--- src/rtl/soc_mem_pkg.sv ---
package soc_mem_pkg;

	// Basic bus word types
	typedef logic [31:0] addr_t;
	typedef logic [31:0] data_t;
	typedef logic [3:0]  strb_t;

	// CPU data request as it moves down the pipeline
	typedef struct packed {
		logic  rd;
		logic  wr;
		addr_t addr;
		data_t wdata;
		strb_t strb;
	} mem_req_t;

	// Decoded slave select
	typedef enum logic [1:0] {
		TGT_RAM,
		TGT_BOOT,
		TGT_UART,
		TGT_NONE
	} target_t;

	// Request plus its decode result from stage 2
	typedef struct packed {
		mem_req_t    req;
		target_t     tgt;
		logic [15:0] offset;
	} dec_req_t;

	// Response back to the CPU
	typedef struct packed {
		logic  valid;
		logic  err;
		data_t rdata;
	} mem_rsp_t;

	// Address map
	localparam addr_t RAM_BASE   = 32'h00000;
	localparam addr_t RAM_SPACE  = 32'h2ffff;
	localparam addr_t BOOT_BASE  = 32'h30000;
	localparam addr_t BOOT_SPACE = 32'hff;
	localparam addr_t UART_BASE  = 32'h40000;
	localparam addr_t UART_SPACE = 32'hff;
	// Boot vectors only, no slave behind these
	localparam addr_t SPI_BASE   = 32'h60000;
	localparam addr_t DDR_BASE   = 32'h10000000;

	// Physical RAM depth, higher word addresses alias
	localparam int RAM_WORDS  = 1024;
	localparam int RAM_ADDR_W = $clog2(RAM_WORDS);

	// Strap codes for the boot source
	localparam logic [1:0] BOOT_SPI  = 2'd0;
	localparam logic [1:0] BOOT_SRAM = 2'd1;
	localparam logic [1:0] BOOT_DDR  = 2'd2;

	// Register offsets
	localparam logic [7:0] BOOT_REG_SOURCE = 8'h00;
	localparam logic [7:0] BOOT_REG_VECTOR = 8'h04;
	localparam logic [7:0] UART_REG_DATA   = 8'h00;
	localparam logic [7:0] UART_REG_STATUS = 8'h04;

	// UART bit timing
	localparam int UART_CLKS_PER_BIT = 4;
	localparam int UART_TIMER_W      = $clog2(UART_CLKS_PER_BIT + 1);
	localparam int UART_FRAME_BITS   = 10;

endpackage

--- src/rtl/addr_decode_stage.sv ---
`timescale 1ns/1ps

module addr_decode_stage (
	input  logic                  clk_i,
	input  logic                  reset_i,
	input  logic                  stall_i,
	input  soc_mem_pkg::mem_req_t req_i,
	output soc_mem_pkg::dec_req_t dec_o
);
	import soc_mem_pkg::*;

	target_t     tgt_d;
	logic [15:0] offset_d;
	// Registered decode result
	logic        rd_q;
	logic        wr_q;
	addr_t       addr_q;
	data_t       wdata_q;
	strb_t       strb_q;
	target_t     tgt_q;
	logic [15:0] offset_q;

	// Inclusive range check against one map entry
	function automatic logic in_region(addr_t addr, addr_t base, addr_t space);
		return (addr >= base) && (addr <= base + space);
	endfunction

	// Map lookup
	always_comb begin
		tgt_d    = TGT_NONE;
		offset_d = '0;
		if (in_region(req_i.addr, RAM_BASE, RAM_SPACE)) begin
			tgt_d    = TGT_RAM;
			offset_d = 16'(req_i.addr - RAM_BASE);
		end else if (in_region(req_i.addr, BOOT_BASE, BOOT_SPACE)) begin
			tgt_d    = TGT_BOOT;
			offset_d = 16'(req_i.addr - BOOT_BASE);
		end else if (in_region(req_i.addr, UART_BASE, UART_SPACE)) begin
			tgt_d    = TGT_UART;
			offset_d = 16'(req_i.addr - UART_BASE);
		end
	end

	always_ff @(posedge clk_i) begin
		if (reset_i) begin
			rd_q <= 1'b0;
			wr_q <= 1'b0;
		end else if (!stall_i) begin
			rd_q <= req_i.rd;
			wr_q <= req_i.wr;
		end
	end

	// Payload follows the live bits, held under stall
	always_ff @(posedge clk_i) begin
		if (!stall_i) begin
			addr_q   <= req_i.addr;
			wdata_q  <= req_i.wdata;
			strb_q   <= req_i.strb;
			tgt_q    <= tgt_d;
			offset_q <= offset_d;
		end
	end

	assign dec_o = '{
		req:    '{rd: rd_q, wr: wr_q, addr: addr_q, wdata: wdata_q, strb: strb_q},
		tgt:    tgt_q,
		offset: offset_q
	};

endmodule

--- config.mk ---
export PLATFORM = sky130hd
export DESIGN_NAME = addr_decode_stage
export DESIGN_NICKNAME = d
export VERILOG_FILES = /design/src/rtl/soc_mem_pkg.sv /design/src/rtl/addr_decode_stage.sv
export SDC_FILE = /design/constraint.sdc
export NUM_CORES = 1
export LEC_CHECK = 0
export BUFFER_PORTS_ARGS = -buffer_cell sky130_fd_sc_hd__buf_2
export CAP_MARGIN = 10
export CELL_PAD_IN_SITES_DETAIL_PLACEMENT = 0
export CELL_PAD_IN_SITES_GLOBAL_PLACEMENT = 2
export CORE_UTILIZATION = 29
export DETAILED_ROUTE_END_ITERATION = 8
export GPL_TIMING_DRIVEN = 0
export PLACE_DENSITY_LB_ADDON = 0.1
export REMOVE_ABC_BUFFERS = 1
export SYNTH_ARGS = -nofsm -noshare
export SYNTH_HDL_FRONTEND = slang
export SYNTH_SLANG_ARGS = --single-unit
--- constraint.sdc ---
create_clock -name clk_i -period 2.97 [get_ports clk_i]
set_input_delay 0.594 -clock clk_i [delete_from_list [all_inputs] [get_ports clk_i]]
set_output_delay 0.594 -clock clk_i [all_outputs]
set_load 0.1 [all_outputs]
-- After elaboration in Yosys (flattened, before gate mapping)
Cells that the tools add are included.
- $add $sub $neg: 2
- order comparisons: 6
- muxes and demuxes: 5
- reductions and logical operators: 4
- operators with widths (kind ; count):
    $le 32x18->1 const B ; 2
    $mux 16 ; 3
    $ge 32x1->1 const B ; 1
    $ge 32x18->1 const B ; 1
    $ge 32x19->1 const B ; 1
    $le 32x19->1 const B ; 1
    $sub 16x1->16 const B ; 2
    $logic_and 1x1->1 ; 3
    $mux 1 ; 2
    $reduce_or 2->1 ; 1
- bits in registers: 88
- input bits: 73
- output and inout port bits: 88
- word-level logic and storage cells: 25

-- Depth between registers and ports, before layout
Gate-level depths: netlist of run 1.
- word-level depth: 5
- gate-level depth with buffers: 5
- depth with buffers taken out: 4

-- Worst setup path after synthesis of run 1
Ideal clock, no wire load.
- path kind: input-to-reg
- start point: in stall_i
- end point: reg addr_q[0], enable pin
- setup time: 0.439 ns
- arrival time: 2.259 ns
- data required time: 2.531 ns
- setup slack: 0.272 ns
- stages: 1
- path through: inv_1
- RTL lines (item ; RTL line ; source):
    start, declared ; addr_decode_stage.sv:6 ; input logic stall_i,
    end signal, assigned ; addr_decode_stage.sv:57 ; addr_q <= req_i.addr;
    end, declared ; addr_decode_stage.sv:17 ; addr_t addr_q;
No word-level cell between the ends.

-- Worst setup path after layout of run 1
- start point: in req_i[51] in the netlist's numbering
- end point: reg offset_q[10], data pin
- longest elaborated chain between the ends: 5
- elaborated cells on any way between the ends: 12
- those cells by class: order compare (6); mux (3); reduce/logical (3)
- RTL lines (item ; RTL line ; source):
    start, declared ; addr_decode_stage.sv:7 ; input soc_mem_pkg::mem_req_t req_i,
    $ge 32x19->1 or $le 32x19->1 (tied branches) ; addr_decode_stage.sv:25 ; return (addr >= base) && (addr <= base + space);
    $logic_and 1x1->1 ; addr_decode_stage.sv:25 ;
    $mux 16 ; addr_decode_stage.sv:38 ; end else if (in_region(req_i.addr, UART_BASE, UART_SPACE)) begin
    $mux 16 ; addr_decode_stage.sv:35 ; end else if (in_region(req_i.addr, BOOT_BASE, BOOT_SPACE)) begin
    $mux 16 * ; addr_decode_stage.sv:32 ; if (in_region(req_i.addr, RAM_BASE, RAM_SPACE)) begin
    via offset_d[10] ; addr_decode_stage.sv:13 ; logic [15:0] offset_d;
    end signal, assigned ; addr_decode_stage.sv:61 ; offset_q <= offset_d;
    end, declared ; addr_decode_stage.sv:21 ; logic [15:0] offset_q;
Mark *: on every way through the listed nets, which the timed path passes. The rest lies on a longest branch.
A chain may end at the register's enable or synchronous reset.

==> summary.md, run 1 <==
| Metric | Value |
|---|---|
| Maximum vdd ir drop | 0.000278 V |
| Synth Warn # | 0 |
| Max-Cap Viols | 0 |
| # hold bufs at CTS | 0 |
| Number of buffers added on ports | 160 |
| Routed vias | 1,827 |
| Largest net degree at the start of global routing | 55 |
| Worst slew margin | 24.2% |
| First-pass GRT wire length | 8800 µm |
| Final Hold Fails | 0 |
| Power share of the combinational group | 27.5% |
| Outcome | finished clean |
| Data required, critical path | 3.18 ns |
| Synth top area share | 87.8% |
| Post-synth top area cell | edfxtp_1 |
| Clock period minus final worst setup slack | 2.28 ns |
| Drt first pass iters | 3 |
| FMAX | 438 MHz |
| Crit path DAT | 2.50 ns |
| Sequential group share of total power | 48.7% |
| Routed length per instance | 14.1 µm |
| # DRC | 0 |
| Grt ovf | 0 |
| Final clock skew | 0 ns |
| Vias in the first global route | 1,672 |
| Switch share | 38.6% |
| Final ANT Viol Nets | 0 |
| Int Pwr | 1.86 mW |
| Hold WS | 0.411 ns |
| Pleak | 1.68 nW |
| Die Width | 103 µm |
| Crit Path Category | input pin to flop |
| Die footprint | 10,600 µm² |
| CTS Sinks | 88 |
| CTS Buf Count | 9 |
| Sequential area share after synthesis | 89.1% |
| Clock share of power | 23.8% |
| Clk slew on worst S/H paths | 0.08 ns |
| Rows | 36 |
| Die H | 103 µm |
| Clk buf depth | 2 |
| P&R area growth vs syn | 38.5% |
| Gr usage total | 11.6% |
| Critical Path Fanout Max | 16 |
| Startpoint Class | input pin |
| Final setup vio count | 0 |
| Ratio of cells with drive above 1 in the final layout | 61.6% |
| Core Footprint | 9820 µm² |
| Routed Wire Length | 6160 µm |
| Top cells by area, synth | edfxtp_1, and4_1, and4_2 |
| CTS tree | built |
| Root Buffer Master | clkbuf_8 |
| Ports | 161 |
| Worst slew pin tran | 1.13 ns |
| Final net count | 370 |
| CTS H-tree depth | 3 |
| Switch Pwr | 1.17 mW |
| Vias/cell | 4.20 |
| Register bit count reported by yosys | 88 |
| DP Area | 3910 µm² |
| Initial antenna violation count | 0 |
| RSZ-0062 raised after global routing | no |
| Post_cts resized | 0 |
| P per Cell Area | 743 nW/µm² |
| Antenna cells | 0 |
| Final HPWL DP | 4350 µm |
| Final worst path period share | 76.9% |
| Starting Density | 30.0% |
| CP endpoint kind | flop |
| Synth Area per Inst | 22.6 µm² |
| Synth cell types | 20 |
| Worst-Skew Late Latency | 0.34 ns |
| Post-CTS setup buffers | 0 |
| Final instance area | 4080 µm² |
| Fin util | 41.5% |
| Final Wtd Congestion | 0.686 |
| DRT iter0 DRCs | 46 |
| Max Slew Vio Count | 0 |
| Hold Crit Class | input pin to flop |
| Mapped Area | 2940 µm² |
| Mapped Cells | 130 |
## Yosys cell counts, drive strengths merged
master	number
or4	1
dfxtp	2
a21boi	1
nand2	3
nor2	2
o21ai	3
mux2i	2
inv	1
nor4	4
a21oi	1
clkbuf	2
a31oi	1
edfxtp	86
nor3	2
buf	3
and4	16
## flip-flops by register name, indices dropped and copies added, names as in the netlist
register,cells
wdata_q,32
addr_q,32
tgt_q,2
wr_q,1
rd_q,1
offset_q,16
strb_q,4
## worst max-delay path, cell delays in order
cell     delay, ns
buf_2         0.12
nor4_1        0.37
nand2_1       0.15
o21ai_1       0.89
and4_2        0.37
## per-stage QoR
step	power, mW	cells	TNS, ns	setup WS, ns
after detailed placement	2.34	419	0	0.368
after global placement	2.34	418	-51.76	-0.605
after floorplan	2.19	125	0	0.272
after CTS	3.07	435	0	0.737
after global routing	3.14	435	0	0.544
final	3.03	435	0	0.687
## placed cells by master, fill, tap and decap left out
cell | Yosys | final
inv_4 | 0 | 1
and4_1 | 9 | 9
a21boi_0 | 1 | 1
a31oi_1 | 1 | 1
o21ai_0 | 1 | 1
edfxtp_1 | 86 | 86
nor4_1 | 3 | 3
buf_16 | 0 | 1
buf_2 | 0 | 160
dfxtp_1 | 2 | 2
a21oi_1 | 1 | 1
clkinvlp_4 | 0 | 2
nand2_1 | 3 | 3
and4_2 | 7 | 7
clkinv_1 | 0 | 1
clkbuf_8 | 0 | 9
nor3_1 | 2 | 2
or4_4 | 1 | 1
clkinv_2 | 0 | 2
nor2_1 | 2 | 2
nor4_4 | 1 | 1
inv_6 | 0 | 2
o21ai_1 | 2 | 2
mux2i_1 | 2 | 2
## worst paths after layout
check	start	endpoint	slack [ns]	cells past startpoint
setup / recovery	req_i[51]	offset_q[10]	0.69	5
hold reg to reg	wr_q	wr_q	0.50	2
setup reg to reg	rd_q	rd_q	2.37	2
hold / removal	reset_i	wr_q	0.41	2
## area by class of cell
type	count	area, µm²
Fill cell	946	5740
Sequential cell	88	2620
Timing Repair Buffer	161	828
Multi-Input combinational cell	36	283
Tap cell	133	166
Clock buffer	9	124
Clock inverter	7	46.3
Inverter	1	6.26
## power by group through the flow
stage	Sequential, mW	Combinational, mW	Clock [mW]
final	1.48	0.832	0.722
after global routing	1.49	0.856	0.801
after CTS	1.48	0.837	0.755
after detailed placement	1.50	0.837	0
after global placement	1.51	0.831	0
after floorplan	2.17	0.0256	0
## logic make-up after synthesis
kind of cell | share of synthesized area (%)
flops | 89.1
simple gates | 7.78
compound gates | 1.15
buf+inv | 1.28
mux | 0.680
## per-layer routing
layer  share of wire (%)  global-route usage [%]
met3                 9.9                    5.36
met2                  48                    17.7
met4                 1.6                    5.20
met1                  41                    14.1
met5                   0                       0
(Power assumes the default switching activity.)
==> run 2: changes to the inputs <==
--- a/config.mk
+++ b/config.mk
@@ -5,11 +5,12 @@
 export SDC_FILE = /design/constraint.sdc
 export NUM_CORES = 1
 export LEC_CHECK = 0
+export ABC_AREA = 1
 export BUFFER_PORTS_ARGS = -buffer_cell sky130_fd_sc_hd__buf_2
 export CAP_MARGIN = 10
 export CELL_PAD_IN_SITES_DETAIL_PLACEMENT = 0
 export CELL_PAD_IN_SITES_GLOBAL_PLACEMENT = 2
-export CORE_UTILIZATION = 29
+export CORE_UTILIZATION = 26
 export DETAILED_ROUTE_END_ITERATION = 8
 export GPL_TIMING_DRIVEN = 0
 export PLACE_DENSITY_LB_ADDON = 0.1
==> constraint.sdc (replaced) <==
create_clock -name clk_i -period 1.9 [get_ports clk_i]
set_input_delay 0.38 -clock clk_i [delete_from_list [all_inputs] [get_ports clk_i]]
set_output_delay 0.38 -clock clk_i [all_outputs]
set_load 0.1 [all_outputs]
==> summary.md, run 2 <==
| Metric | Value |
|---|---|
| Die footprint | 12,300 µm² |
| Final Wtd Congestion | 0.699 |
| CP endpoint kind | flop |
| R2R setup slack | 1.31 ns |
| Critical Path Fanout Max | 17 |
| Ys async rst share | 0% |
| Worst R2R End | wr_q |
| Final worst path period share | 80.8% |
| Met2 wire length | 2990 µm |
| Sequential area share after synthesis | 85.2% |
| Routed vias | 1,980 |
| Worst-Skew Late Latency | 0.34 ns |
| Clk slew on worst S/H paths | 0.06 ns |
| Maximum vdd ir drop | 0.000581 V |
| # hold bufs at CTS | 0 |
| Top cells by area, synth | edfxtp_1, inv_1, a21oi_2 |
| Final ANT Viol Nets | 0 |
| Met1 WL | 2810 µm |
| Die Width | 111 µm |
| Core Footprint | 11,500 µm² |
| Drt first pass iters | 4 |
| Dpl ws | -0.0557 ns |
| Rows | 39 |
| Die H | 111 µm |
| Final setup vio count | 0 |
| Worst slew margin | 35.1% |
| Ports | 161 |
| DRT iter0 DRCs | 67 |
| P per Cell Area | 1230 nW/µm² |
| Outcome | finished clean |
| Worst r2r src | wr_q |
| Gr usage total | 11.4% |
| Max stage delay cell, worst path | o21ai_2 |
| CTS Sinks | 88 |
| Final Hold Fails | 0 |
| Post-route insts no fill | 489 |
| Final net count | 415 |
| Synth cell types | 16 |
| Top_reg_cell synth | edfxtp_1 |
| Vias/cell | 4.05 |
| # DRC | 0 |
| Min-Delay Path Depth | 2 |
| Worst slew pin tran | 0.973 ns |
| Synth top area share | 83.9% |
| Final WS setup | 0.364 ns |
| Register bit count reported by yosys | 88 |
| Antenna cells | 0 |
| Root Buffer Master | clkbuf_16 |
| Largest regs | addr_q (32), wdata_q (32), offset_q (16) |
| Synth Warn # | 0 |
| RSZ-0062 raised after global routing | no |
| Fillers | 1,129 |
| CTS H-tree depth | 3 |
| Hold Crit Class | input pin to flop |
| Final HPWL DP | 4730 µm |
| WHS Endpoint | rd_q |
| Crit Path Category | input pin to flop |
| Crit path DAT | 1.58 ns |
| CP max stage delay | 0.74 ns |
| Routed Wire Length | 6680 µm |
| Post_cts resized | 0 |
| Grt ovf | 0 |
| CTS Buf Count | 9 |
| Mapped Area | 3080 µm² |
| Number of buffers added on ports | 160 |
| Hold WS | 0.214 ns |
| Routed length per instance | 13.7 µm |
| Initial antenna violation count | 0 |
| Post-CTS setup buffers | 0 |
| Final setup TNS | 0 ns |
| FMAX | 651 MHz |
| Vias in the first global route | 1,994 |
| DR top layer | met4 |
| Most frequent cells in the layout | buf_2, edfxtp_1, inv_1 |
| Max-Cap Viols | 0 |
| Data required, critical path | 1.94 ns |
| Met3 wire length | 694 µm |
| Clock period minus final worst setup slack | 1.54 ns |
| Count leader, synth | edfxtp_1 |
| Ratio of cells with drive above 1 in the final layout | 54.9% |
| P&R area growth vs syn | 40.8% |
| Largest net degree at the start of global routing | 46 |
| Max Slew Vio Count | 0 |
| Most common cell after layout, fill and taps aside | buf_2 |
| Crit path cell chain | buf_2, nor2_1, nand2_1, nor2_4, o21ai_2, a21oi_1 |
| Hold path startpoint | reset_i |
| First-pass GRT wire length | 10,500 µm |
| Pleak | 1.88 nW |
| Post-placement cell count | 474 |
| Number of flops mapped to enable cells by yosys | 86 |
| Cell count of the worst reg-to-reg path | 2 |
| CTS tree | built |
| Clk buf depth | 2 |
| Mapped Cells | 174 |
| Startpoint Class | input pin |
| Post-synth top area cell | edfxtp_1 |
| Synth Area per Inst | 17.7 µm² |
| Starting Density | 26.9% |
| Final clock skew | 0 ns |
| Most frequent cells after synthesis | edfxtp_1, inv_1, nand2_1 |
## run 2: cells by family (layout without fill, tap and decap cells)
logic type / after synthesis / in the layout / synth area share, %
AND/OR/NAND/NOR: 36 / 36 / 6.14
AO/OA/AOI/OAI: 19 / 19 / 4.31
flip-flops: 88 / 88 / 85.2
buffers and inverters: 31 / 203 / 4.39
## run 2: stage by stage
| step | cell area, µm² | util (%) | power (mW) |
|---|---|---|---|
| floorplan | 3050 | - | 3.44 |
| global placement | 4030 | 35.1 | 3.67 |
| detailed placement | 4060 | 35.4 | 3.67 |
| CTS | 4340 | 37.8 | 5.41 |
| global route | 4340 | 37.8 | 5.52 |
| finish | 4340 | 37.8 | 5.32 |
## run 2: worst max path at each step
stage / start / to / slack (ns) / cells past startpoint
2_1_floorplan: stall_i / addr_q[0] / -0.61 / 1
3_3_place_gp: stall_i / addr_q[28] / -1.54 / 2
3_5_place_dp: req_i[48] / offset_q[14] / -0.06 / 6
4_1_cts: req_i[51] / offset_q[14] / 0.32 / 6
5_1_grt: req_i[51] / offset_q[7] / 0.19 / 6
6_report: req_i[44] / offset_q[14] / 0.36 / 6
## run 2: where the power goes
part / total [mW] / switching, mW / internal (mW)
clock network: 1.70 / 0.690 / 1.01
registers: 2.31 / 0.0283 / 2.28
logic: 1.31 / 1.15 / 0.158
## run 2: critical path, delay by kind of cell
| family | cells | cell delay, ns |
|---|---|---|
| AO/OA/AOI/OAI | 2 | 0.89 |
| buffers and inverters | 1 | 0.11 |
| AND/OR/NAND/NOR | 3 | 0.21 |
## run 2: routing by layer
| metal | up-vias | global-route usage, % |
|---|---|---|
| met5 | - | 0 |
| met1 | 923 | 13.0 |
| met2 | 101 | 17.6 |
| met4 | 0 | 7.73 |
| li1 | 945 | - |
| met3 | 11 | 4.70 |
## run 2: cell type report
class                   instances  area (µm²)  share of cell area [%]
flip-flops and latches         88        2620                    60.5
repair buffers                161         828                    19.1
multi-input cells              55         322                    7.42
clock buffers                  12         236                    5.45
well taps                     143         179                    4.13
inverters                      27         104                    2.40
clock inverters                 3        43.8                    1.01
