## config.mk

```make
export PLATFORM = sky130hd
export DESIGN_NAME = mem_req_stage
export DESIGN_NICKNAME = d
export VERILOG_FILES = /design/src/rtl/soc_mem_pkg.sv /design/src/rtl/mem_req_stage.sv
export SDC_FILE = /design/constraint.sdc
export NUM_CORES = 1
export LEC_CHECK = 0
export BUFFER_PORTS_ARGS = -buffer_cell sky130_fd_sc_hd__buf_4
export CAP_MARGIN = 10
export CELL_PAD_IN_SITES_DETAIL_PLACEMENT = 1
export CELL_PAD_IN_SITES_GLOBAL_PLACEMENT = 2
export CORE_MARGIN = 4
export CORE_UTILIZATION = 27
export DETAILED_ROUTE_END_ITERATION = 10
export HOLD_SLACK_MARGIN = 0.03
export PLACE_DENSITY = 0.89
export SLEW_MARGIN = 15
export SYNTH_ARGS = -nofsm -noshare
export SYNTH_HDL_FRONTEND = slang
export SYNTH_SLANG_ARGS = --single-unit
```

## constraint.sdc

```tcl
create_clock -name clk_i -period 2 [get_ports clk_i]
set_input_delay 0 -clock clk_i [delete_from_list [all_inputs] [get_ports clk_i]]
set_output_delay 0 -clock clk_i [all_outputs]
set_load 0.01 [all_outputs]
```

## src/rtl/soc_mem_pkg.sv

```systemverilog
package soc_mem_pkg;

	// Basic bus word types
	typedef logic [31:0] addr_t;
	typedef logic [31:0] data_t;
	typedef logic [3:0]  strb_t;

	// CPU data request as it moves down the pipeline
	typedef struct packed {
		logic  rd;
		logic  wr;
		addr_t addr;
		data_t wdata;
		strb_t strb;
	} mem_req_t;

	// Decoded slave select
	typedef enum logic [1:0] {
		TGT_RAM,
		TGT_BOOT,
		TGT_UART,
		TGT_NONE
	} target_t;

	// Request plus its decode result from stage 2
	typedef struct packed {
		mem_req_t    req;
		target_t     tgt;
		logic [15:0] offset;
	} dec_req_t;

	// Response back to the CPU
	typedef struct packed {
		logic  valid;
		logic  err;
		data_t rdata;
	} mem_rsp_t;

	// Address map
	localparam addr_t RAM_BASE   = 32'h00000;
	localparam addr_t RAM_SPACE  = 32'h2ffff;
	localparam addr_t BOOT_BASE  = 32'h30000;
	localparam addr_t BOOT_SPACE = 32'hff;
	localparam addr_t UART_BASE  = 32'h40000;
	localparam addr_t UART_SPACE = 32'hff;
	// Boot vectors only, no slave behind these
	localparam addr_t SPI_BASE   = 32'h60000;
	localparam addr_t DDR_BASE   = 32'h10000000;

	// Physical RAM depth, higher word addresses alias
	localparam int RAM_WORDS  = 1024;
	localparam int RAM_ADDR_W = $clog2(RAM_WORDS);

	// Strap codes for the boot source
	localparam logic [1:0] BOOT_SPI  = 2'd0;
	localparam logic [1:0] BOOT_SRAM = 2'd1;
	localparam logic [1:0] BOOT_DDR  = 2'd2;

	// Register offsets
	localparam logic [7:0] BOOT_REG_SOURCE = 8'h00;
	localparam logic [7:0] BOOT_REG_VECTOR = 8'h04;
	localparam logic [7:0] UART_REG_DATA   = 8'h00;
	localparam logic [7:0] UART_REG_STATUS = 8'h04;

	// UART bit timing
	localparam int UART_CLKS_PER_BIT = 4;
	localparam int UART_TIMER_W      = $clog2(UART_CLKS_PER_BIT + 1);
	localparam int UART_FRAME_BITS   = 10;

endpackage

```

## src/rtl/mem_req_stage.sv

```systemverilog
`timescale 1ns/1ps

module mem_req_stage (
	input  logic                 clk_i,
	input  logic                 reset_i,
	input  logic                 stall_i,
	input  soc_mem_pkg::mem_req_t req_i,
	output soc_mem_pkg::mem_req_t req_o
);
	import soc_mem_pkg::*;

	// Live bits, a bubble has both low
	logic  rd_q;
	logic  wr_q;
	// Request payload
	addr_t addr_q;
	data_t wdata_q;
	strb_t strb_q;

	// Capture a new request or a bubble unless frozen
	always_ff @(posedge clk_i) begin
		if (reset_i) begin
			rd_q <= 1'b0;
			wr_q <= 1'b0;
		end else if (!stall_i) begin
			rd_q <= req_i.rd;
			wr_q <= req_i.wr;
		end
	end

	always_ff @(posedge clk_i) begin
		if (!stall_i) begin
			addr_q  <= req_i.addr;
			wdata_q <= req_i.wdata;
			// Reads never carry byte lanes downstream
			strb_q  <= req_i.rd ? '0 : req_i.strb;
		end
	end

	assign req_o = '{rd: rd_q, wr: wr_q, addr: addr_q, wdata: wdata_q, strb: strb_q};

endmodule

```

* After elaboration in Yosys (flattened, before gate mapping)
Index checks and enable logic that the tools add are counted.
** Storage, ports and cells
- Output and inout bits :: 70
- Word-level logic and storage cells :: 5
- Bits of input ports :: 73
- Register bits after elaboration :: 70

* Depth between registers and ports, before layout
Gate-level depths: netlist of the first run.
- Depth in word-level cells :: 0
- Gate-level depth with buffers :: 2

* Worst setup path before layout of the first run
Ideal clock, no wire load.
- Path kind :: input to register
- Start point :: input port stall_i
- End point :: register addr_q[0] (enable)
- Slack :: 0.259 ns
- Stages :: 1
- Data arrival time :: 1.319 ns
- Setup time :: 0.422 ns
- Cells stage by stage :: inv_1
** RTL lines
- from (decl) :: line mem_req_stage.sv:6 : input logic stall_i,
- to (signal assigned) :: line mem_req_stage.sv:33 : addr_q <= req_i.addr;
- to (decl) :: line mem_req_stage.sv:16 : addr_t addr_q;
No word-level cell between the ends.

==> flow_summary_export.csv, run 1 <==
group,metric,value,unit
sta,fin_crit_sh,60.6,%
sta,maxSlewHeadroom,68.0,%
status,outcome,"complete, no violations",
finish,finalNonFillerCells,413,
logic_synthesis,avgSynthCellArea,26.6,µm²
logic_synthesis,synth_top_cell_area_share,94.8,%
cts,clk_pin_slew,70,ps
worst_setup_path,crit_path_start_kind,"register",
logic_synthesis,ys_seq_elements,70,
logic_synthesis,synth_cell_types,7,
drt,vias,1652,
worst_setup_path,crit_fanout,2,
global_route,antenna_found_initial,0,
logic_synthesis,synth.area.top_cells,"edfxtp_1 (95%), dfxtp_1 (1.9%), nor2b_1 (1.2%), mux2i_1 (0.93%), buf_4 (0.70%)",
sta,setup_slack,788,ps
floorplan,core_area,7730,µm²
cts,htreeDepth,3,
finish,diodes,0,
worst_setup_path,setup.worst_path.end_class,"register",
global_route,overflow,0,
cts,cts_root_buf,"clkbuf_8",
sta,fmax,825,MHz
sta,fin_crit,1210,ps
power_and_ir_drop,power_density,759,nW/µm²
sta,hold_ws,273,ps
worst_setup_path,arrival,1430,ps
global_route,grt_pass1_vias,1914,
finish,layout_common_cells,"buf_4 (144), dlygate4sd3_1 (72), edfxtp_1 (68)",
placed_design,globalplace.congestion,0.692,
cts,cts_tree,"yes",
worst_setup_path,worstPathRequired,2220,ps
worst_setup_path,rrSetupSlack,790,ps
cts,cts.sink_count,70,
cts,clkLatencyLatePin,330,ps
sta,clock_skew,0,ps
floorplan,ios,143,
logic_synthesis,ys_seq_area_share,96.7,%
sta,worst_pin_slew,480,ps
cts,post_cts_buffers,0,
cts,max-clock-path-buffers,2,
floorplan,die-area,9470,µm²
global_route,grt_max_degree,38,
placed_design,port_buffers,142,
placed_design,dp.cells,325,
sta,setup_viol,0,
global_route,grt_pass1_wl,10300,µm
run,drv_cap,0,
floorplan,die_h,97.3,µm
drt,ant_nets,0,
power_and_ir_drop,ir_drop,0.431,mV
drt,vias_per_cell,4.00,
power_and_ir_drop,p_leak,1.78,nW
drt,drc,0,
drt,wirelength,6600,µm
logic_synthesis,syn_inst,81,
logic_synthesis,yosysTopAreaCell,"edfxtp_1",
finish,final_common_cell,"buf_4",
logic_synthesis,syn-num-nets,154,
cts,cts_buffers,9,
drt,wl_per_cell,16.0,µm
finish,area_growth,96.2,%
cts,cts_repair_resize_count,0,
hold_path,hp-class,"in -> reg",
sta,final_hold_viol_count,0,
placed_design,place_ws,1030,ps
worst_setup_path,path_class,"reg -> reg",
global_route,grt_usage,14.3,%
sta,grt_setup_unrepaired,"false",
floorplan,start_util,27.9,%
drt,dr.pass1.iters,4,
floorplan,die_w,97.3,µm
finish,drive_gt1_share,50.8,%
floorplan,num_rows,32,
sta,fin_tns_setup,0,ps
finish,nNetsFinal,379,
drt,drtIter0Drc,40,
sta,slew_viol_final,0,
logic_synthesis,syn_area,2150,µm²
logic_synthesis,yosys_warnings,0,
[final timing paths]
| kind | cells after the start | from | endpoint |
|---|---|---|---|
| hold / removal | 3 | stall_i | addr_q[21]$_DFFE_PN_ |
| hold reg to reg | 3 | rd_q$_SDFFE_PP0N_ | rd_q$_SDFFE_PP0N_ |
| setup / recovery | 3 | wr_q$_SDFFE_PP0N_ | wr_q$_SDFFE_PP0N_ |
| setup reg to reg | 3 | wr_q$_SDFFE_PP0N_ | wr_q$_SDFFE_PP0N_ |
[logic make-up (layout without fill, tap and decap cells)]
kind of cell | count (synthesis) | in the layout | share of synthesized area, %
mux | 2 | 2 | 0.930
flops | 70 | 70 | 96.7
simple gates | 6 | 6 | 1.51
buf+inv | 3 | 233 | 0.871
[critical path, cell delays in order (launching register included)]
cell and delay (ps):
dfxtp_1 320, mux2i_1 160, nor2_1 60, dlygate4sd3_1 560
[cells in the mapped netlist, drive strengths merged]
master,n
dfxtp,2
nor2,2
nor2b,4
buf,2
inv,1
mux2i,2
edfxtp,68
[power breakdown]
part / total [mW] / internal [mW] / switching [mW]
registers: 1.77 / 1.74 / 0.0340
clock network: 0.938 / 0.440 / 0.498
logic: 0.500 / 0.315 / 0.184
total: 3.21 / 2.49 / 0.716
[per-layer routing]
layer	wire, µm	global-route usage (%)	vias up
met5	0	0	-
met4	127	4.37	0
met3	695	8.18	12
met2	3470	25.2	96
met1	2310	14.4	777
li1	-	-	767
[final cells by class]
class	count	area [µm²]
Clock buffer	11	131
Clock inverter	5	26.3
Multi-Input combinational cell	8	52.6
Sequential cell	70	2080
Tap cell	102	128
Timing Repair Buffer	216	1800
Inverter	1	3.75
Fill cell	750	3500
[registers in the layout, indices dropped and copies added, names as in the netlist]
signal   flops
addr_q      32
strb_q       4
wr_q         1
rd_q         1
wdata_q     32
[through the flow]
step	util (%)	cell area (µm²)	total power, mW
finish	54.7	4230	3.21
global route	54.7	4230	3.38
CTS	54.7	4230	3.25
detailed placement	43.3	3350	2.19
global placement	43.3	3350	2.17
floorplan	-	2150	1.89
[timing repair]
| item | 4_1_cts | 5_1_grt |
|---|---|---|
| endpoints found under the setup margin | 0 | 0 |
| hold buffers | 72 | 0 |
| hold endpoints to repair | 70 | 0 |
(Power assumes the default switching activity.)
==> run 2, diff against run 1 <==
--- a/config.mk
+++ b/config.mk
@@ -5,15 +5,16 @@
 export SDC_FILE = /design/constraint.sdc
 export NUM_CORES = 1
 export LEC_CHECK = 0
+export ABC_AREA = 1
 export BUFFER_PORTS_ARGS = -buffer_cell sky130_fd_sc_hd__buf_4
 export CAP_MARGIN = 10
 export CELL_PAD_IN_SITES_DETAIL_PLACEMENT = 1
 export CELL_PAD_IN_SITES_GLOBAL_PLACEMENT = 2
 export CORE_MARGIN = 4
-export CORE_UTILIZATION = 27
+export CORE_UTILIZATION = 26
 export DETAILED_ROUTE_END_ITERATION = 10
 export HOLD_SLACK_MARGIN = 0.03
-export PLACE_DENSITY = 0.89
+export PLACE_DENSITY = 0.87
 export SLEW_MARGIN = 15
 export SYNTH_ARGS = -nofsm -noshare
 export SYNTH_HDL_FRONTEND = slang
==> constraint.sdc (replaced) <==
create_clock -name clk_i -period 1.2 [get_ports clk_i]
set_input_delay 0 -clock clk_i [delete_from_list [all_inputs] [get_ports clk_i]]
set_output_delay 0 -clock clk_i [all_outputs]
set_load 0.01 [all_outputs]
==> flow_summary_export.csv, run 2 <==
group,metric,value,unit
cts,cts_tree,"yes",
finish,drive_gt1_share,49.8,%
placed_design,globalplace.congestion,0.742,
worst_setup_path,rr_worst_depth,4,
drt,drtIter0Drc,29,
worst_setup_path,setup.worst_path.end_class,"register",
floorplan,start_util,26.6,%
power_and_ir_drop,power.total,6.03,mW
worst_setup_path,arrival,1250,ps
power_and_ir_drop,ir_drop,0.522,mV
logic_synthesis,synth_top_family_by_area,"buffers and inverters",
sta,fin_crit,1180,ps
finish,top_regs,"addr_q x32, wdata_q x32, strb_q x4",
worst_setup_path,crit_path_start_kind,"input port",
cts,clk_pin_slew,70,ps
logic_synthesis,syn_area,2170,µm²
finish,area_growth,101,%
logic_synthesis,dominantRegCellSynth,"edfxtp_1",
logic_synthesis,avgSynthCellArea,23.6,µm²
finish,utilization,53.4,%
floorplan,ios,143,
worst_setup_path,timing.rr.start,"rd_q$_SDFFE_PP0N_",
logic_synthesis,synth_compound_area_share,0,%
logic_synthesis,synth_cell_types,6,
placed_design,dp_hpwl,4520,µm
drt,wirelength,7150,µm
sta,hold_ws,171,ps
cts,cts_buffers,9,
worst_setup_path,reg2reg_to,"rd_q$_SDFFE_PP0N_",
logic_synthesis,synth_edf_count,68,
drt,wl_met3,597,µm
global_route,antenna_found_initial,0,
logic_synthesis,ys_seq_area_share,95.9,%
drt,drc,0,
floorplan,die-area,9880,µm²
worst_setup_path,worstPathRequired,1270,ps
cts,htreeDepth,3,
drt,vias,1702,
status,outcome,"complete, no violations",
drt,dr.pass1.iters,4,
worst_setup_path,crit_fanout,5,
logic_synthesis,syn_inst,92,
logic_synthesis,async_reset_ff_share,0,%
drt,wl_per_cell,16.7,µm
finish,layout_common_cells,"buf_4 (143), dlygate4sd3_1 (72), edfxtp_1 (68)",
worst_setup_path,worstSetupStartpoint,"req_i[69]",
hold_path,hold_depth,4,
finish,final_common_cell,"buf_4",
floorplan,die_h,99.4,µm
drt,vias_per_cell,3.98,
logic_synthesis,synth_commonest_cells,"edfxtp_1 (68), inv_1 (8), nor2_1 (8), nand2_1 (4)",
power_and_ir_drop,power_density,1380,nW/µm²
sta,setup_viol,0,
sta,slew_viol_final,0,
sta,fin_crit_sh,98.1,%
floorplan,core_area,8180,µm²
sta,worst_pin_slew,266,ps
power_and_ir_drop,p_leak,1.88,nW
placed_design,port_buffers,142,
floorplan,num_rows,33,
sta,maxSlewHeadroom,82.3,%
drt,ant_nets,0,
logic_synthesis,yosys_warnings,0,
global_route,grt_pass1_wl,10900,µm
global_route,grt_pass1_vias,1972,
cts,clkLatencyLatePin,320,ps
sta,grt_setup_unrepaired,"false",
logic_synthesis,synth_most_common_cell,"edfxtp_1",
global_route,grt_max_degree,48,
worst_setup_path,path_class,"in -> reg",
logic_synthesis,syn-num-nets,165,
logic_synthesis,synthXorXnorAreaFrac,0,%
floorplan,die_w,99.4,µm
logic_synthesis,synth_mux_area_share,0,%
run,drv_cap,0,
hold_path,holdPathEnd,"wr_q$_SDFFE_PP0N_",
cts,cts_root_buf,"clkbuf_8",
logic_synthesis,synth.area.top_cells,"edfxtp_1 (94%), dfxtp_1 (1.8%), inv_1 (1.4%), nor2_1 (1.4%), buf_4 (0.69%)",
hold_path,hp-class,"in -> reg",
logic_synthesis,synth_simple_gate_area_share,2.07,%
finish,diodes,0,
logic_synthesis,ys_seq_elements,70,
drt,top_layer_used,"met4",
hold_path,hold_start,"stall_i",
drt,wl_met2,3830,µm
logic_synthesis,synth_top_cell_area_share,94.0,%
sta,final_hold_viol_count,0,
finish,nNetsFinal,392,
sta,fmax,850,MHz
drt,wl_met1,2550,µm
logic_synthesis,post_synth_fa_ha_maj_area_fraction,0,%
global_route,grt_usage,15.0,%
cts,cts.sink_count,70,
cts,max-clock-path-buffers,2,
global_route,overflow,0,
logic_synthesis,yosysTopAreaCell,"edfxtp_1",
sta,clock_skew,0,ps
worst_setup_path,rrSetupSlack,590,ps
## run 2: layout make-up
type	count	area, µm²
clock buffer	9	124
timing repair buffer	218	1840
multi-input combinational	12	45.0
inverter	8	33.8
fill	810	3810
tap	105	131
sequential	70	2080
clock inverter	6	111
## run 2: cell families after synthesis
| family | after synthesis |
|---|---|
| buf+inv | 10 |
| flops | 70 |
| simple gates | 12 |
## run 2: how the worst max path moves through the flow
stage	endpoint	slack, ps
after global placement	wdata_q[30]$_DFFE_PN_	370
after floorplan	addr_q[0]$_DFFE_PN_	-130
final	strb_q[3]$_SDFFCE_PP0N_	20
after CTS	strb_q[3]$_SDFFCE_PP0N_	20
after detailed placement	wdata_q[27]$_DFFE_PN_	350
after global routing	strb_q[3]$_SDFFCE_PP0N_	20
## run 2: critical path, cell delays in order
cell	delay [ps]
dlygate4sd3_1	520
buf_4	120
nor2_1	40
dlygate4sd3_1	550
## run 2: layer usage
metal / vias to the layer above / track usage, %
li1: 792 / -
met1: 790 / 15.6
met2: 106 / 27.9
met3: 14 / 4.00
met4: 0 / 7.14
met5: - / 0
## run 2: power by group
group | switching, mW | total [mW] | leakage [nW] | internal, mW
combinational | 0.322 | 0.858 | 1.09 | 0.536
sequential | 0.0678 | 2.96 | 0.682 | 2.89
clock | 0.843 | 2.21 | 0.115 | 1.37
## run 2: repair_timing
item | CTS | global route
setup endpoints to repair | 0 | 6
hold endpoints to repair | 70 | 4
hold buffers | 77 | 1
resized for setup | 0 | 3
buffers inserted | 0 | 1
## run 2: through the flow
step                      worst slack [ps]  instance area (µm²)  setup TNS [ps]  std cells
after global routing                  18.4                 4370               0        428
after floorplan                       -133                 2180           -9060         92
after global placement                 372                 3390               0        339
after CTS                             16.0                 4390               0        431
after detailed placement               355                 3390               0        339
final                                 23.2                 4370               0        428
==> run 3, diff against run 2 <==
==> constraint.sdc (replaced) <==
create_clock -name clk_i -period 1.2 [get_ports clk_i]
set_input_delay 0 -clock clk_i [delete_from_list [all_inputs] [get_ports clk_i]]
set_output_delay 0 -clock clk_i [all_outputs]
set_load 0.05 [all_outputs]
==> flow_summary_export.csv, run 3 (synthesis results as in run 2) <==
group,metric,value,unit
cts,cts_root_buf,"clkbuf_8",
global_route,grt_pass1_wl,10100,µm
drt,ant_nets,0,
cts,cts_tree,"yes",
worst_setup_path,crit_fanout,1,
cts,cts_buffers,9,
drt,drc,0,
finish,area_growth,102,%
global_route,overflow,0,
power_and_ir_drop,ir_drop,0.492,mV
finish,drive_gt1_share,48.9,%
sta,fmax,839,MHz
floorplan,die_w,99.4,µm
hold_path,hp-class,"in -> reg",
placed_design,globalplace.congestion,0.732,
global_route,grt_usage,14.1,%
sta,slew_viol_final,0,
worst_setup_path,setup.worst_path.end_class,"register",
sta,clock_skew,0,ps
drt,vias_per_cell,3.92,
finish,final_area,4390,µm²
cts,cts.sink_count,70,
floorplan,die-area,9880,µm²
cts,post_cts_buffers,0,
sta,grt_setup_unrepaired,"true",
floorplan,core_area,8180,µm²
worst_setup_path,worstPathRequired,1280,ps
sta,fin_crit_sh,99.3,%
sta,worst_pin_slew,266,ps
run,drv_cap,0,
worst_setup_path,path_class,"in -> reg",
drt,wl_per_cell,16.1,µm
cts,clkLatencyLatePin,320,ps
sta,final_hold_viol_count,0,
finish,final_common_cell,"buf_4",
drt,dr.pass1.iters,5,
finish,nNetsFinal,396,
finish,layout_common_cells,"buf_4 (143), dlygate4sd3_1 (76), edfxtp_1 (68)",
placed_design,dp_hpwl,4420,µm
status,outcome,"complete, no violations",
power_and_ir_drop,p_leak,1.90,nW
drt,wirelength,6980,µm
sta,fin_tns_setup,0,ps
cts,clk_pin_slew,80,ps
worst_setup_path,worstSetupStartpoint,"req_i[2]",
placed_design,dpl_cell_area,3390,µm²
worst_setup_path,rrSetupSlack,40,ps
floorplan,num_rows,33,
drt,drtIter0Drc,39,
finish,utilization,53.6,%
floorplan,ios,143,
sta,fin_crit,1190,ps
global_route,grt_max_degree,48,
global_route,antenna_found_initial,1,
worst_setup_path,critical-path-slowest-cell,"dlygate4sd3_1",
global_route,grt_pass1_vias,1823,
worst_setup_path,cp_cell_sequence,"dlygate4sd3_1 > buf_4 > inv_1 > nor2_1 > dlygate4sd3_1",
worst_setup_path,cp_slowest_stage_delay,540,ps
worst_setup_path,crit_path_frequent_cell,"dlygate4sd3_1",
cts,max-clock-path-buffers,2,
drt,vias,1699,
floorplan,start_util,26.6,%
cts,htreeDepth,3,
hold_path,hold_start,"req_i[4]",
power_and_ir_drop,power_density,1460,nW/µm²
worst_setup_path,crit_path_start_kind,"input port",
sta,setup_viol,0,
sta,maxSlewHeadroom,82.3,%
worst_setup_path,arrival,1270,ps
placed_design,port_buffers,142,
worst_setup_path,timing.rr.start,"rd_q$_SDFFE_PP0N_",
finish,top_regs,"addr_q x32, wdata_q x32, strb_q x4",
floorplan,die_h,99.4,µm
[run 3: cell types whose count changed in the layout (fill, tap and decap cells not counted)]
cell	before	now
bufinv_16	3	2
clkinv_1	0	1
clkinvlp_4	2	1
diode_2	0	1
dlygate4sd3_1	72	76
inv_6	0	1
[run 3: final timing paths]
check | to | cells past startpoint
setup / recovery | strb_q[2]$_SDFFCE_PP0N_ | 5
hold / removal | wdata_q[0]$_DFFE_PN_ | 2
setup reg to reg | rd_q$_SDFFE_PP0N_ | 5
hold reg to reg | wr_q$_SDFFE_PP0N_ | 4
[run 3: layout make-up]
cell class,instances,area [µm²]
Clock inverter,6,86.3
Sequential cell,70,2080
Inverter,8,33.8
Antenna cell,1,2.50
Clock buffer,9,124
Fill cell,797,3790
Multi-Input combinational cell,12,45.0
Timing Repair Buffer,222,1880
Tap cell,105,131
[run 3: report_power, final]
| group | switching [mW] | internal (mW) | leakage (nW) |
|---|---|---|---|
| registers | 0.0640 | 2.89 | 0.682 |
| logic | 0.886 | 0.559 | 1.11 |
| clock network | 0.852 | 1.16 | 0.107 |
| total | 1.80 | 4.61 | 1.90 |
[run 3: what timing repair did]
| action | 4_1_cts | 5_1_grt |
|---|---|---|
| setup endpoints to repair | 0 | 4 |
| gates resized for setup | 0 | 3 |
| hold buffers | 79 | 0 |
| hold endpoints to repair | 70 | 0 |
[run 3: layer usage]
layer  global-route usage (%)  share of wire [%]  vias to the layer above
li1                         -                  -                      802
met1                     14.7                 37                      799
met2                     25.9                 54                       89
met3                     4.07                8.0                        9
met4                     6.51                1.7                        0
met5                        0                  0                        -
[run 3: per-stage QoR]
stage / hold WS (ps) / std cells / worst slack (ps) / power, mW
finish: 385 / 433 / 8.34 / 6.41
floorplan: 98.9 / 92 / -133 / 3.73
global route: 363 / 433 / -26.1 / 6.67
detailed placement: 179 / 339 / 358 / 4.24
global placement: 178 / 339 / 365 / 4.22
CTS: 362 / 433 / 28.1 / 6.50
[run 3: critical path, delay by kind of cell]
kind	cells	cell delay (ps)
buf+inv	4	1240
simple gates	1	30
